### config.mk
export PLATFORM = sky130hd
export DESIGN_NAME = usb_reg_top
export DESIGN_NICKNAME = d
export VERILOG_FILES = /design/src/logic/usb_bus_pkg.sv /design/src/logic/reg_map_pkg.sv /design/src/logic/reg_control.sv /design/src/logic/reg_fifo.sv /design/src/logic/reg_read_mux.sv /design/src/logic/usb_reg_main.sv /design/src/logic/usb_reg_top.sv
export SDC_FILE = /design/constraint.sdc
export NUM_CORES = 1
export LEC_CHECK = 0
export ABC_AREA = 1
export BUFFER_PORTS_ARGS = -buffer_cell sky130_fd_sc_hd__buf_2
export CAP_MARGIN = 20
export CORE_MARGIN = 5
export CORE_UTILIZATION = 50
export DETAILED_ROUTE_END_ITERATION = 8
export PLACE_DENSITY = 0.68
export REMOVE_ABC_BUFFERS = 1
export SETUP_SLACK_MARGIN = 0.4
export SYNTH_ARGS = -nofsm -noshare
export SYNTH_HDL_FRONTEND = slang
export SYNTH_HIERARCHICAL = 1
export SYNTH_SLANG_ARGS = --single-unit
### constraint.sdc
create_clock -name clk_usb -period 3 [get_ports clk_usb]
set_input_delay 0.15 -clock clk_usb [delete_from_list [all_inputs] [get_ports clk_usb]]
set_output_delay 0.15 -clock clk_usb [all_outputs]
set_load 0.02 [all_outputs]
### src/logic/usb_bus_pkg.sv
package usb_bus_pkg;

   ////////////////////////////////////////////////////////////
   // host bus widths
   ////////////////////////////////////////////////////////////

   localparam int BYTE_W    = 8;    // data bus and register byte
   localparam int ADDR_W    = 8;    // host register address
   localparam int WORD_W    = 32;   // widest register
   localparam int BYTECNT_W = 7;    // byte position, free running
   localparam int LANE_W    = 2;    // low count bits pick a lane of a word

   ////////////////////////////////////////////////////////////
   // vector types
   ////////////////////////////////////////////////////////////

   typedef logic [BYTE_W-1:0]    byte_t;
   typedef logic [ADDR_W-1:0]    bus_addr_t;
   typedef logic [BYTECNT_W-1:0] bytecnt_t;    // rolls over, only lanes matter
   typedef logic [WORD_W-1:0]    word_t;

   // lane index within a word
   typedef logic [LANE_W-1:0]    lane_t;

endpackage

### src/logic/reg_map_pkg.sv
package reg_map_pkg;

   ////////////////////////////////////////////////////////////
   // register addresses
   ////////////////////////////////////////////////////////////

   // control side, everything below the fifo block
   localparam usb_bus_pkg::bus_addr_t ADDR_ID          = 8'h00;   // read only
   localparam usb_bus_pkg::bus_addr_t ADDR_SCRATCH     = 8'h01;   // 32 bit r/w
   localparam usb_bus_pkg::bus_addr_t ADDR_CONTROL     = 8'h02;   // one byte

   // stream fifo block
   localparam usb_bus_pkg::bus_addr_t ADDR_FIFO_DATA   = 8'h10;   // pops on read end
   localparam usb_bus_pkg::bus_addr_t ADDR_FIFO_STATUS = 8'h11;   // count + overflow

   // identification word, returned lane 0 first
   localparam usb_bus_pkg::word_t ID_VALUE = 32'hCB15_0A01;

   ////////////////////////////////////////////////////////////
   // fifo geometry
   ////////////////////////////////////////////////////////////

   localparam int FIFO_DEPTH = 16;
   localparam int FIFO_PTR_W = 4;

   // one extra bit so a full fifo is distinct from empty
   typedef logic [FIFO_PTR_W:0] fifo_count_t;

   // bit positions
   localparam int CTRL_FAST_READ  = 1;   // control byte, fast fifo read mode
   localparam int STATUS_OVERFLOW = 7;   // status byte, sticky overflow

endpackage

### src/logic/reg_control.sv
`timescale 1ns/1ps

module reg_control (
   input  logic                   clk_usb,
   input  logic                   reset,
   input  usb_bus_pkg::bus_addr_t reg_address,
   input  usb_bus_pkg::bytecnt_t  reg_bytecnt,
   input  usb_bus_pkg::byte_t     reg_datao,
   input  logic                   reg_write,
   output usb_bus_pkg::word_t     ctrl_word,       // addressed register, 0 if none
   output logic                   fast_fifo_read
);

   usb_bus_pkg::word_t scratch;
   usb_bus_pkg::byte_t control;
   usb_bus_pkg::lane_t lane;

   // only low count bits select the byte within a word
   assign lane = reg_bytecnt[usb_bus_pkg::LANE_W-1:0];

   ////////////////////////////////////////////////////////////
   // register writes
   ////////////////////////////////////////////////////////////

   always_ff @(posedge clk_usb) begin
      if (reset) begin
         scratch <= '0;
         control <= '0;
      end else if (reg_write) begin
         case (reg_address)
            reg_map_pkg::ADDR_SCRATCH: begin
               // one lane per write, count walks through the word
               scratch[lane*usb_bus_pkg::BYTE_W +: usb_bus_pkg::BYTE_W] <= reg_datao;
            end
            reg_map_pkg::ADDR_CONTROL: begin
               if (lane == '0) begin
                  control <= reg_datao;   // single byte register
               end
            end
            default: ;                    // id and foreign addresses ignored
         endcase
      end
   end

   ////////////////////////////////////////////////////////////
   // read side
   ////////////////////////////////////////////////////////////

   always_comb begin
      case (reg_address)
         reg_map_pkg::ADDR_ID:      ctrl_word = reg_map_pkg::ID_VALUE;
         reg_map_pkg::ADDR_SCRATCH: ctrl_word = scratch;
         reg_map_pkg::ADDR_CONTROL: ctrl_word = usb_bus_pkg::word_t'(control);  // zero ext
         default:                   ctrl_word = '0;
      endcase
   end

   // back to the bridge, changes read strobe timing
   assign fast_fifo_read = control[reg_map_pkg::CTRL_FAST_READ];

endmodule

### src/logic/reg_fifo.sv
`timescale 1ns/1ps

module reg_fifo (
   input  logic                   clk_usb,
   input  logic                   reset,
   input  usb_bus_pkg::byte_t     stream_data,
   input  logic                   stream_strobe,    // no back-pressure
   input  usb_bus_pkg::bus_addr_t reg_address,
   input  logic                   reg_read,
   output usb_bus_pkg::byte_t     fifo_byte
);

   usb_bus_pkg::byte_t             mem [reg_map_pkg::FIFO_DEPTH];
   logic [reg_map_pkg::FIFO_PTR_W-1:0] wr_ptr;
   logic [reg_map_pkg::FIFO_PTR_W-1:0] rd_ptr;
   reg_map_pkg::fifo_count_t       count;
   logic                           overflow;   // sticky until status read
   logic                           reg_read_r;
   logic                           read_end;
   logic                           empty;
   logic                           full;
   logic                           push;
   logic                           pop;

   assign empty    = (count == '0);
   assign full     = (count == reg_map_pkg::fifo_count_t'(reg_map_pkg::FIFO_DEPTH));
   assign read_end = reg_read_r & ~reg_read;    // falling edge of read level
   assign push     = stream_strobe & ~full;     // full drops the byte
   assign pop      = read_end & (reg_address == reg_map_pkg::ADDR_FIFO_DATA) & ~empty;

   ////////////////////////////////////////////////////////////
   // storage
   ////////////////////////////////////////////////////////////

   always_ff @(posedge clk_usb) begin
      if (push) begin
         mem[wr_ptr] <= stream_data;
      end
   end

   ////////////////////////////////////////////////////////////
   // pointers, count, overflow
   ////////////////////////////////////////////////////////////

   always_ff @(posedge clk_usb) begin
      if (reset) begin
         wr_ptr     <= '0;
         rd_ptr     <= '0;
         count      <= '0;
         overflow   <= 1'b0;
         reg_read_r <= 1'b0;
      end else begin
         reg_read_r <= reg_read;
         if (push) wr_ptr <= wr_ptr + 1'b1;     // depth is a power of two
         if (pop) rd_ptr <= rd_ptr + 1'b1;
         case ({push, pop})
            2'b10:   count <= count + 1'b1;
            2'b01:   count <= count - 1'b1;
            default: ;                          // both or neither
         endcase
         // a new drop beats a clearing status read
         if (stream_strobe && full) begin
            overflow <= 1'b1;
         end else if (read_end && (reg_address == reg_map_pkg::ADDR_FIFO_STATUS)) begin
            overflow <= 1'b0;
         end
      end
   end

   ////////////////////////////////////////////////////////////
   // read side
   ////////////////////////////////////////////////////////////

   always_comb begin
      fifo_byte = '0;
      case (reg_address)
         reg_map_pkg::ADDR_FIFO_DATA: begin
            if (!empty) fifo_byte = mem[rd_ptr];  // head, 0 when drained
         end
         reg_map_pkg::ADDR_FIFO_STATUS: begin
            fifo_byte[reg_map_pkg::FIFO_PTR_W:0]     = count;
            fifo_byte[reg_map_pkg::STATUS_OVERFLOW] = overflow;
         end
         default: ;
      endcase
   end

endmodule

### src/logic/reg_read_mux.sv
`timescale 1ns/1ps

module reg_read_mux (
   input  usb_bus_pkg::bus_addr_t reg_address,
   input  usb_bus_pkg::bytecnt_t  reg_bytecnt,
   input  usb_bus_pkg::word_t     ctrl_word,
   input  usb_bus_pkg::byte_t     fifo_byte,
   output usb_bus_pkg::byte_t     reg_datai
);

   usb_bus_pkg::lane_t lane;

   // wraps every four bytes, so long reads repeat the word
   assign lane = reg_bytecnt[usb_bus_pkg::LANE_W-1:0];

   ////////////////////////////////////////////////////////////
   // source and lane select
   ////////////////////////////////////////////////////////////

   always_comb begin
      if (reg_address < reg_map_pkg::ADDR_FIFO_DATA) begin
         // control block space, word wide registers
         reg_datai = ctrl_word[lane*usb_bus_pkg::BYTE_W +: usb_bus_pkg::BYTE_W];
      end else if ((reg_address == reg_map_pkg::ADDR_FIFO_DATA) ||
                   (reg_address == reg_map_pkg::ADDR_FIFO_STATUS)) begin
         reg_datai = fifo_byte;   // already a single byte
      end else begin
         reg_datai = '0;          // unmapped
      end
   end

endmodule

### src/logic/usb_reg_main.sv
`timescale 1ns/1ps

module usb_reg_main (
   input  logic                   clk_usb,
   input  logic                   reset,

   // host side, async memory bus
   input  usb_bus_pkg::byte_t     cwusb_din,
   output usb_bus_pkg::byte_t     cwusb_dout,
   output logic                   cwusb_isout,    // fpga drives data bus
   input  usb_bus_pkg::bus_addr_t cwusb_addr,
   input  logic                   cwusb_rdn,
   input  logic                   cwusb_wrn,
   input  logic                   cwusb_cen,
   input  logic                   cwusb_alen,

   // register side
   input  logic                   fast_fifo_read,
   output usb_bus_pkg::bus_addr_t reg_address,
   output usb_bus_pkg::bytecnt_t  reg_bytecnt,
   output usb_bus_pkg::byte_t     reg_datao,
   input  usb_bus_pkg::byte_t     reg_datai,
   output logic                   reg_read,       // level, whole read access
   output logic                   reg_write       // one cycle pulse
);

   logic wrn_rs;           // wrn sampled once
   logic wrn_rs_dly;       // wrn sampled twice
   logic reg_write_dly;    // bumps the byte count
   logic rd_active;        // rdn low, one cycle late
   logic rd_active_dly;    // held one more cycle for isout tail
   logic alen_r;
   logic fast_read_r;      // edge detect on fast mode enable
   logic drive_data_out;   // bus held by fast mode until next write

   ////////////////////////////////////////////////////////////
   // strobe sampling
   ////////////////////////////////////////////////////////////

   always_ff @(posedge clk_usb) begin
      if (reset) begin
         wrn_rs        <= 1'b1;   // bus idles high
         wrn_rs_dly    <= 1'b1;
         reg_write     <= 1'b0;
         reg_write_dly <= 1'b0;
         rd_active     <= 1'b0;
         rd_active_dly <= 1'b0;
         alen_r        <= 1'b1;
      end else begin
         wrn_rs        <= cwusb_wrn;
         wrn_rs_dly    <= wrn_rs;
         // rising edge of synced wrn marks end of write
         reg_write     <= wrn_rs & ~wrn_rs_dly;
         reg_write_dly <= reg_write;
         rd_active     <= ~cwusb_rdn;
         rd_active_dly <= rd_active;
         alen_r        <= cwusb_alen;
      end
   end

   // fast mode skips the sync cycle on reads
   assign reg_read = fast_fifo_read ? ~cwusb_rdn : rd_active;

   ////////////////////////////////////////////////////////////
   // address and write data
   ////////////////////////////////////////////////////////////

   always_ff @(posedge clk_usb) begin
      reg_address <= cwusb_addr;                  // one cycle behind the bus
      if (~cwusb_cen && ~wrn_rs) begin
         reg_datao <= cwusb_din;                  // last sample before wrn rises wins
      end
   end

   // read data straight through, mux is combinational
   assign cwusb_dout = reg_datai;

   ////////////////////////////////////////////////////////////
   // byte count
   ////////////////////////////////////////////////////////////

   always_ff @(posedge clk_usb) begin
      if (reset) begin
         reg_bytecnt <= '0;
      end else if (~alen_r) begin
         reg_bytecnt <= '0;                       // new address phase
      end else if ((rd_active_dly && ~rd_active) || reg_write_dly) begin
         reg_bytecnt <= reg_bytecnt + 1'b1;       // wraps freely
      end
   end

   ////////////////////////////////////////////////////////////
   // data bus drive
   ////////////////////////////////////////////////////////////

   // fast mode grabs the bus on enable and lets go when a write starts
   always_ff @(posedge clk_usb) begin
      if (reset) begin
         fast_read_r    <= 1'b0;
         drive_data_out <= 1'b0;
      end else begin
         fast_read_r <= fast_fifo_read;
         if (~cwusb_wrn) begin
            drive_data_out <= 1'b0;
         end else if (fast_fifo_read && ~fast_read_r) begin
            drive_data_out <= 1'b1;
         end
      end
   end

   // keep driving a cycle past the read so the host never sees a float
   assign cwusb_isout = rd_active | rd_active_dly | (drive_data_out & cwusb_wrn);

endmodule

### src/logic/usb_reg_top.sv
`timescale 1ns/1ps

module usb_reg_top (
   input  logic                   clk_usb,
   input  logic                   reset,

   // host bus
   input  usb_bus_pkg::byte_t     cwusb_din,
   output usb_bus_pkg::byte_t     cwusb_dout,
   output logic                   cwusb_isout,    // pad enable, tristate lives outside
   input  usb_bus_pkg::bus_addr_t cwusb_addr,
   input  logic                   cwusb_rdn,
   input  logic                   cwusb_wrn,
   input  logic                   cwusb_cen,
   input  logic                   cwusb_alen,

   // byte stream in
   input  usb_bus_pkg::byte_t     stream_data,
   input  logic                   stream_strobe
);

   usb_bus_pkg::bus_addr_t reg_address;
   usb_bus_pkg::bytecnt_t  reg_bytecnt;
   usb_bus_pkg::byte_t     reg_datao;
   usb_bus_pkg::byte_t     reg_datai;
   logic                   reg_read;
   logic                   reg_write;
   logic                   fast_fifo_read;
   usb_bus_pkg::word_t     ctrl_word;
   usb_bus_pkg::byte_t     fifo_byte;

   ////////////////////////////////////////////////////////////
   // bridge
   ////////////////////////////////////////////////////////////

   usb_reg_main u_main (
      .clk_usb        (clk_usb),
      .reset          (reset),
      .cwusb_din      (cwusb_din),
      .cwusb_dout     (cwusb_dout),
      .cwusb_isout    (cwusb_isout),
      .cwusb_addr     (cwusb_addr),
      .cwusb_rdn      (cwusb_rdn),
      .cwusb_wrn      (cwusb_wrn),
      .cwusb_cen      (cwusb_cen),
      .cwusb_alen     (cwusb_alen),
      .fast_fifo_read (fast_fifo_read),
      .reg_address    (reg_address),
      .reg_bytecnt    (reg_bytecnt),
      .reg_datao      (reg_datao),
      .reg_datai      (reg_datai),
      .reg_read       (reg_read),
      .reg_write      (reg_write)
   );

   ////////////////////////////////////////////////////////////
   // register blocks and read mux
   ////////////////////////////////////////////////////////////

   reg_control u_control (
      .clk_usb        (clk_usb),
      .reset          (reset),
      .reg_address    (reg_address),
      .reg_bytecnt    (reg_bytecnt),
      .reg_datao      (reg_datao),
      .reg_write      (reg_write),
      .ctrl_word      (ctrl_word),
      .fast_fifo_read (fast_fifo_read)   // loops back to the bridge
   );

   reg_fifo u_fifo (
      .clk_usb        (clk_usb),
      .reset          (reset),
      .stream_data    (stream_data),
      .stream_strobe  (stream_strobe),
      .reg_address    (reg_address),
      .reg_read       (reg_read),
      .fifo_byte      (fifo_byte)
   );

   reg_read_mux u_mux (
      .reg_address    (reg_address),
      .reg_bytecnt    (reg_bytecnt),
      .ctrl_word      (ctrl_word),
      .fifo_byte      (fifo_byte),
      .reg_datai      (reg_datai)
   );

endmodule

==> results.ini, run 1 <==
[global_routing]
first_global_vias = 7145
grt_usage_pct = 20.9
grt_max_degree = 41
globalRouteOverflowTotal = 0
antenna_found_initial = 0
grt_pass1_wl_mm = 37.5

[critical_path]
rr_worst_depth = 17
arrival_ps = 2370
path_class = flip-flop to output pin
path_cells = buf_6 > o21ai_0 > o221ai_1 > o21ai_1 > o22ai_1 > nand2_1 > nand2_1 > nand3_1 > nand2_1 > buf_2
crit_required_ps = 2850
cp_slowest_stage_delay_ps = 440
r2r_setup_slack_ps = 680
crit_buf_inv = 2
slowest_stage = dfxtp_4
crit_top_cell = nand2_1
endpoint_kind = output pin
path_max_fanout = 14
crit_family = compound AO/OA/AOI/OAI gates
r2r_start = u_main/reg_address[2]
start_kind = flip-flop
timing.rr.end = u_fifo/count[4]

[run_status]
status = complete, no violations

[floorplanning]
pin_count = 40
start_util_pct = 51.1
die_w_um = 152
die_h_um = 152
dieArea_um2 = 23000
coreArea_um2 = 19700
rows = 51

[timing]
rsz0062_at_grt = yes
tightestPinTransition_ps = 979
slew_viol_final = 0
fin_tns_setup_ps = 0
fmax_mhz = 397
timing.final.crit_share_pct = 84.0
hold_violations = 0
fin_crit_ps = 2520
max_slew_margin_pct = 34.5
setup_viol_count_final = 0
finClkSkew_ps = 17.6

[power]
switching_share_pct = 21.7
power_frac_comb_pct = 5.1
power.internal_mw = 5.05
p_seq_share_pct = 49.7
leakage_nw = 4.73
p_per_area_nw_per_um2 = 559
switchingPower_mw = 1.40
power.share.clock_pct = 45.2
ir_worst_vdd_mv = 0.560

[route]
drc_errors = 0
wirelength_mm = 24.4
vias = 7743
vias_per_cell = 5.29
wire_per_inst_um = 16.6
ant_nets = 0
drtPass1Iterations = 5
drtIter0Drc = 760

[worst_hold_path]
holdPathStages = 1
min_from = stream_data[6]
holdPathEnd = u_fifo/mem[10][6]
hp-class = input pin to flip-flop

[logic_synthesis]
yosys_warnings = 6
synthCells = 1131
mappedNetlistArea_um2 = 10000
synth_area_per_cell_um2 = 8.89

[clock_network]
worstSkewPairLatency_ps = 520
path_clk_slew_ps = 60
cts.sinks = 214
clockBufferDepth = 3
cts_buffers = 24
tritoncts = done
htreeDepth = 1
root_buffer = clkbuf_16

[finish]
drive_gt1_share_pct = 13.2
area_growth_pct = 14.9
finalCoreUtilization_pct = 58.7
final_nets = 1226
diodes = 0
nFillCells = 1738

[placed_design]
dp_hpwl_mm = 15.8
gp_congestion = 0.876
port_buffers = 39

[flow_run]
maxCapViolCount = 0

-- worst register-to-register path, stage by stage, from the launching register on --
cell	delay (ps)
dfxtp_1	350
inv_1	60
nand2_1	60
nor2_1	160
nand2_2	110
nor2_8	210
nand2_4	100
inv_2	70
ha_1	280
xor2_1	210
ha_1	170
inv_1	40
nand2_1	80
nand2_1	70
nand3_1	70
nand3_1	70
nand2_1	60
inv_1	30
-- power by group through the flow --
stage / Sequential (mW) / Combinational [mW] / Clock, mW
floorplan: 3.27 / 0.170 / 0
global placement: 3.27 / 0.296 / 0
detailed placement: 3.27 / 0.300 / 0
CTS: 3.21 / 0.321 / 2.99
global route: 3.21 / 0.359 / 3.12
finish: 3.21 / 0.328 / 2.92
-- metal layers --
layer	GRT usage (%)	vias up	part of all wire [%]
met5	0	-	0
met4	6.74	0	2.6
met3	3.06	43	6.2
met2	33.9	235	47
met1	29.1	3655	44
li1	-	3810	-
-- through the flow --
step	power, mW	hold WS [ps]	instance area (um^2)	setup slack (ps)	cells
2_1_floorplan	3.44	178	9650	136	1070
3_3_place_gp	3.57	262	10300	632	1393
3_5_place_dp	3.57	259	10300	605	1393
4_1_cts	6.52	25.2	11400	377	1457
5_1_grt	6.69	29.4	11500	355	1465
6_report	6.46	43.5	11500	480	1465
-- flip-flops by register name, summed over array words and instances (netlist names), 2 cells and up, named ones only --
signal              count
u_control/control       8
u_control/scratch      32
u_fifo/count            5
u_fifo/mem            128
u_fifo/rd_ptr           4
u_fifo/wr_ptr           4
u_main/reg_address      8
u_main/reg_bytecnt      2
u_main/reg_datao        8
-- worst max-delay path by stage --
stage                           end                  start  slack [ps]  cells after the start
detailed placement  u_fifo/count[4]   u_control/control[1]         600                     16
global route          cwusb_dout[4]  u_main/reg_address[1]         350                     12
global placement    u_fifo/count[4]   u_control/control[1]         630                     16
finish                cwusb_dout[1]              flip-flop         480                     10
CTS                   cwusb_dout[7]              flip-flop         380                     10
floorplan             cwusb_dout[2]              flip-flop         140                      9
-- area by class of cell --
class / instances / area, um^2 / share of cell area (%)
timing repair buffer: 85 / 664 / 5.76
timing repair inverter: 1 / 8.76 / 0.0759
multi-input combinational: 701 / 3470 / 30.1
tap: 265 / 332 / 2.87
sequential: 214 / 5650 / 49.0
clock inverter: 6 / 70.1 / 0.607
inverter: 155 / 606 / 5.25
clock buffer: 38 / 737 / 6.38
-- cell usage in the layout, fill, tap and decap left out, types with 10 or more instances in the layout --
master	n
nand2_1	198
buf_4	19
edfxtp_1	136
clkbuf_16	27
nand4_1	25
dfxtp_1	75
inv_1	146
o21ai_0	91
ha_1	13
nand3_1	48
o22ai_1	27
nor3_1	10
a21oi_1	13
nand2_2	14
nor2_1	194
buf_2	36
dlygate4sd3_1	20
-- what timing repair did --
item,CTS,global route
gates resized for setup,13,29
cloned,0,2
hold endpoints to repair,22,0
pin swaps,0,4
setup endpoints to repair,8,9
hold buffers,20,0
setup buffers,0,6
(Power assumes the default switching activity.)
==> inputs of run 2 (changes only) <==
--- a/config.mk
+++ b/config.mk
@@ -11,7 +11,7 @@
 export CORE_MARGIN = 5
 export CORE_UTILIZATION = 50
 export DETAILED_ROUTE_END_ITERATION = 8
-export PLACE_DENSITY = 0.68
+export PLACE_DENSITY = 0.7
 export REMOVE_ABC_BUFFERS = 1
 export SETUP_SLACK_MARGIN = 0.4
 export SYNTH_ARGS = -nofsm -noshare
==> constraint.sdc (replaced) <==
create_clock -name clk_usb -period 2.2 [get_ports clk_usb]
set_input_delay 0.11 -clock clk_usb [delete_from_list [all_inputs] [get_ports clk_usb]]
set_output_delay 0.11 -clock clk_usb [all_outputs]
set_load 0.02 [all_outputs]
==> results.ini, run 2 (synthesis gave the netlist of run 1 again) <==
[run_status]
status = complete, but fails checks
violations = negative setup slack

[timing]
rsz0062_at_grt = yes
fin_crit_ps = 2450
worst_slack_ps = -254  ; -733 ps
finClkSkew_ps = 27.5  ; +9.86 ps
hold_violations = 0  ; unchanged
setup_viol_count_final = 8  ; +8
holdWs_ps = 26.1  ; -17.5 ps
fmax_mhz = 408
tightestPinTransition_ps = 550  ; -429 ps
max_slew_margin_pct = 63.3  ; +29 points
timing.final.crit_share_pct = 112
slew_viol_final = 0  ; unchanged

[clock_network]
worstSkewPairLatency_ps = 540  ; +20 ps
root_buffer = clkbuf_16
cts_buffers = 24  ; unchanged
path_clk_slew_ps = 60  ; about the same
htreeDepth = 1  ; unchanged
clockBufferDepth = 3  ; unchanged
cts.sinks = 214  ; unchanged
tritoncts = done

[finish]
regMostFlops = u_fifo/mem
drive_gt1_share_pct = 21.9  ; +8.7 points
diodes = 0  ; unchanged
area_growth_pct = 24.1
final_cells = 1522  ; +3.9%
mostFrequentLayoutCells = nand2_1, nor2_1, inv_1, edfxtp_1, o21ai_0
largest_reg_flops = 128  ; unchanged
final_common_cell = nand2_1
finalCoreUtilization_pct = 63.5  ; +4.7 points
reg_top3 = u_fifo/mem x128, u_control/scratch x32
final_nets = 1283  ; +4.6%

[placed_design]
dp.cells = 1419  ; +1.9%
gp_congestion = 0.895  ; +2.2%
post-place-ws_ps = -11.8  ; -616 ps
port_buffers = 39  ; unchanged
dp_hpwl_mm = 15.4  ; -2.5%

[floorplanning]
pin_count = 40  ; unchanged
die_h_um = 152  ; unchanged
dieArea_um2 = 23000  ; unchanged
coreArea_um2 = 19700  ; unchanged
start_util_pct = 51.1  ; unchanged
die_w_um = 152  ; unchanged
rows = 51  ; unchanged

[power]
p_per_area_nw_per_um2 = 723  ; +29%
ir_worst_vdd_mv = 0.705  ; +26%
leakage_nw = 5.12  ; +8.3%

[global_routing]
antenna_found_initial = 0  ; unchanged
grt_max_degree = 34  ; -17%
grt_pass1_wl_mm = 39.2  ; +4.5%
first_global_vias = 7522  ; +5.3%
grt_usage_pct = 21.9  ; +0.96 points
globalRouteOverflowTotal = 0  ; unchanged

[route]
drtPass1Iterations = 5  ; unchanged
drc_errors = 0  ; unchanged
vias = 7980  ; +3.1%
wirelength_mm = 25.4  ; +4.3%
ant_nets = 0  ; unchanged
wire_per_inst_um = 16.7  ; +0.41%
drtIter0Drc = 516  ; -32%
vias_per_cell = 5.24  ; -0.80%

[critical_path]
crit_required_ps = 2090  ; -760 ps
crit_top_cell = o21ai_0
path_max_fanout = 24  ; +10
endpoint_kind = output pin
start_kind = flip-flop
path_class = flip-flop to output pin
path_cells = inv_6 > buf_16 > o21ai_0 > o22ai_1 > o21ai_0 > a21oi_1 > nand2_1 > o21ai_0 > nand3_1 > nand2_1 > buf_2
cp_slowest_stage_delay_ps = 380  ; -60 ps
slowest_stage = dfxtp_4
arrival_ps = 2340  ; -30 ps

[worst_hold_path]
hp-class = input pin to flip-flop

[flow_run]
maxCapViolCount = 0  ; unchanged

==> run 2: cell types whose count changed in the layout (fill, tap and decap cells not counted), sizes merged <==
cell and delta:
clkbuf -6, bufinv +2, buf +52, dlygate4sd3 +8, clkinvlp +2, clkinv -1
==> run 2: power breakdown <==
part | switching, mW | internal, mW
clock network | 1.62 | 2.43
registers | 0.0399 | 4.33
logic | 0.371 | 0.223
total | 2.03 | 6.99
==> run 2: what timing repair did <==
action / in CTS / in global routing
pin swaps: 29 / 21
resized for setup: 102 / 77
hold buffers: 28 / 0
endpoints found under the setup margin: 39 / 170
hold endpoints to repair: 135 / 0
gates cloned: 3 / 0
buffers inserted: 16 / 12
==> run 2: worst max-delay path: cells and delay by family, from the launching register on <==
kind / cells / cell delay (ps)
AOI/OAI and AO/OA: 5 / 670
buffers and inverters: 3 / 460
DFF: 1 / 380
and+or+nand+nor: 3 / 320
==> run 2: final cells by class <==
type                    count  area, um^2
fillers                  1581        7180
inverters                 155         619
clock inverters            10         161
flip-flops and latches    214        5680
clock buffers              34         648
well taps                 265         332
repair buffers            143        1250
multi-input cells         701        3790
==> run 2: final timing paths <==
| kind | cells after the start | slack, ps | startpoint | end |
|---|---|---|---|---|
| worst max-delay path | 11 | -250 | flip-flop | cwusb_dout[3] |
| worst min register to register | 1 | 410 | u_main/wrn_rs_dly | u_main/reg_write |
| worst min-delay path | 2 | 30 | reset | u_main/rd_active |
| worst max register to register | 18 | 170 | u_main/reg_address[3] | u_fifo/count[3] |
==> run 2: stage by stage <==
step                      cell area, um^2  power (mW)  TNS (ps)
after floorplan                      9650        4.69     -7270
after global placement              10600        4.88         0
after detailed placement            10600        4.89     -11.8
after CTS                           12100        9.02     -1450
after global routing                12500        9.30     -2240
final                               12500        9.01     -1400
==> run 2: routing by layer <==
metal  vias up  part of all wire (%)  global-route usage [%]
li1       3925                     -                       -
met1      3705                    43                    29.7
met2       290                    48                    36.6
met3        60                   5.9                    2.83
met4         0                   3.0                    6.78
met5         -                     0                       0
==> inputs of run 3 (changes only) <==
--- a/config.mk
+++ b/config.mk
@@ -9,9 +9,9 @@
 export BUFFER_PORTS_ARGS = -buffer_cell sky130_fd_sc_hd__buf_2
 export CAP_MARGIN = 20
 export CORE_MARGIN = 5
-export CORE_UTILIZATION = 50
+export CORE_UTILIZATION = 30
 export DETAILED_ROUTE_END_ITERATION = 8
-export PLACE_DENSITY = 0.7
+export PLACE_DENSITY = 0.47
 export REMOVE_ABC_BUFFERS = 1
 export SETUP_SLACK_MARGIN = 0.4
 export SYNTH_ARGS = -nofsm -noshare
==> results.ini, run 3 (synthesis gave the netlist of run 1 again) <==
[timing]
finClkSkew_ps = 15.0  ; -12.5 ps
worst_slack_ps = -289  ; -35.3 ps
setup_viol_count_final = 8  ; unchanged
max_slew_margin_pct = 58.4  ; -4.8 points
fin_crit_ps = 2490  ; +35.3 ps
timing.final.crit_share_pct = 113  ; +1.6 points
tightestPinTransition_ps = 623  ; +72.2 ps
hold_violations = 0  ; unchanged
fin_tns_setup_ps = -1930  ; -527 ps
slew_viol_final = 0  ; unchanged
rsz0062_at_grt = yes
fmax_mhz = 402  ; -1.4%
holdWs_ps = 53.0  ; +27.0 ps

[global_routing]
grt_max_degree = 41  ; +21%
grt_pass1_wl_mm = 41.9  ; +7.0%
first_global_vias = 7701  ; +2.4%
grt_usage_pct = 14.2  ; -7.6 points
globalRouteOverflowTotal = 0  ; unchanged
grt.busiest_layer = met2
grt_util_met3_pct = 2.25  ; -0.58 points
grtUsageMet2_pct = 25.2  ; -11 points
antenna_found_initial = 0  ; unchanged
use_met1_pct = 18.2  ; -12 points

[finish]
largest_reg_flops = 128  ; unchanged
reg_top3 = u_fifo/mem x128, u_control/scratch x32
regMostFlops = u_fifo/mem
drive_gt1_share_pct = 25.2  ; +3.3 points
final_nets = 1310  ; +2.1%
diodes = 0  ; unchanged
final_cells = 1732  ; +14%
area_growth_pct = 31.1
mostFrequentLayoutCells = nor2_1, nand2_1, inv_1, edfxtp_1, dfxtp_1
final_common_cell = nor2_1

[critical_path]
arrival_ps = 2380  ; +40 ps
path_max_fanout = 7  ; -71%
path_class = flip-flop to output pin
crit_required_ps = 2090  ; about the same
start_kind = flip-flop
endpoint_kind = output pin
r2r_start = u_main/reg_address[2]

[placed_design]
dp_hpwl_mm = 17.4  ; +13%
dp.cells = 1612  ; +14%
port_buffers = 39  ; unchanged
gp_congestion = 0.839  ; -6.3%

[power]
ir_worst_vdd_mv = 0.625  ; -11%
leakage_nw = 5.30  ; +3.6%
p_per_area_nw_per_um2 = 665  ; -8.0%
finalPower_mw = 8.76  ; -2.8%

[clock_network]
path_clk_slew_ps = 60  ; about the same
worstSkewPairLatency_ps = 540  ; about the same
root_buffer = clkbuf_16
htreeDepth = 1  ; unchanged
clockBufferDepth = 3  ; unchanged
tritoncts = done
cts_buffers = 26  ; +8.3%
cts.sinks = 214  ; unchanged

[route]
drc_errors = 0  ; unchanged
wirelength_mm = 27.3  ; +7.4%
drtPass1Iterations = 4  ; -1
vias = 7852  ; -1.6%
wire_per_inst_um = 15.8  ; -5.6%
drtIter0Drc = 474  ; -8.1%
ant_nets = 0  ; unchanged
vias_per_cell = 4.53  ; -14%

[floorplanning]
coreArea_um2 = 33300  ; +69%
dieArea_um2 = 37300  ; +62%
die_h_um = 193  ; +27%
start_util_pct = 30.2  ; -21 points
pin_count = 40  ; unchanged
rows = 67  ; +31%
die_w_um = 193  ; +27%

[run_status]
status = complete, but fails checks
violations = negative setup slack

[flow_run]
maxCapViolCount = 0  ; unchanged

[worst_hold_path]
min_from = cwusb_cen
hp-class = input pin to flip-flop

[run 3: cell count changes in the layout (fill, tap and decap cells not counted), sizes merged, moves of 2 or more]
cell,previous run,this run
buf,115,130
clkinv,5,15
bufinv,3,0
clkbuf,34,36
dlygate4sd3,28,30
nand3,53,55
[run 3: metrics by stage]
step | cell area, um^2 | worst slack (ps) | util, %
2_1_floorplan | 9650 | -624 | -
3_3_place_gp | 10900 | 20.4 | 32.7
3_5_place_dp | 10900 | 13.0 | 32.7
4_1_cts | 12600 | -298 | 37.8
5_1_grt | 13200 | -406 | 39.6
6_report | 13200 | -289 | 39.6
[run 3: final cells by class]
class                           count  area (um^2)
Fill cell                        3356        20100
Sequential cell                   214         5670
Multi-Input combinational cell    703         3930
Timing Repair Buffer              166         1640
Clock buffer                       31          679
Inverter                          155          621
Tap cell                          448          561
Clock inverter                     15         78.8
[run 3: what timing repair did]
action	in CTS	in global routing
resized for setup	136	97
gates cloned	5	7
hold endpoints to repair	154	0
endpoints found under the setup margin	12	132
hold buffers	30	0
buffers inserted	16	16
pin swaps	39	55
[run 3: path summary, 6_finish.rpt]
| path | depth (start not counted) | slack (ps) | endpoint |
|---|---|---|---|
| worst min register to register | 1 | 390 | u_main/reg_write |
| worst max-delay path | 12 | -290 | cwusb_dout[4] |
| worst min-delay path | 3 | 50 | u_main/reg_datao[2] |
| worst max register to register | 17 | 250 | u_fifo/count[4] |
[run 3: routing by layer]
layer / vias to the layer above / share of wire [%] / wire [um]
met2: 112 / 51 / 14000
met3: 36 / 3.6 / 989
met5: - / 0 / 0
met1: 3723 / 43 / 11800
li1: 3981 / - / -
met4: 0 / 1.9 / 510
[run 3: critical path: stages (launching register included)]
cell and delay [ps]:
dfxtp_4 460, clkinv_8 120, clkbuf_16 180, buf_8 130, o21ai_2 130, o22ai_2 90
o21ai_1 150, nand2_1 100, nand2_2 100, o21ai_2 60, nand3_1 80, nand2_1 80
buf_6 140
[run 3: power breakdown]
part           switching (mW)  internal, mW  total, mW
logic                   0.353         0.226      0.579
clock network            1.63          2.18       3.81
registers              0.0394          4.33       4.37
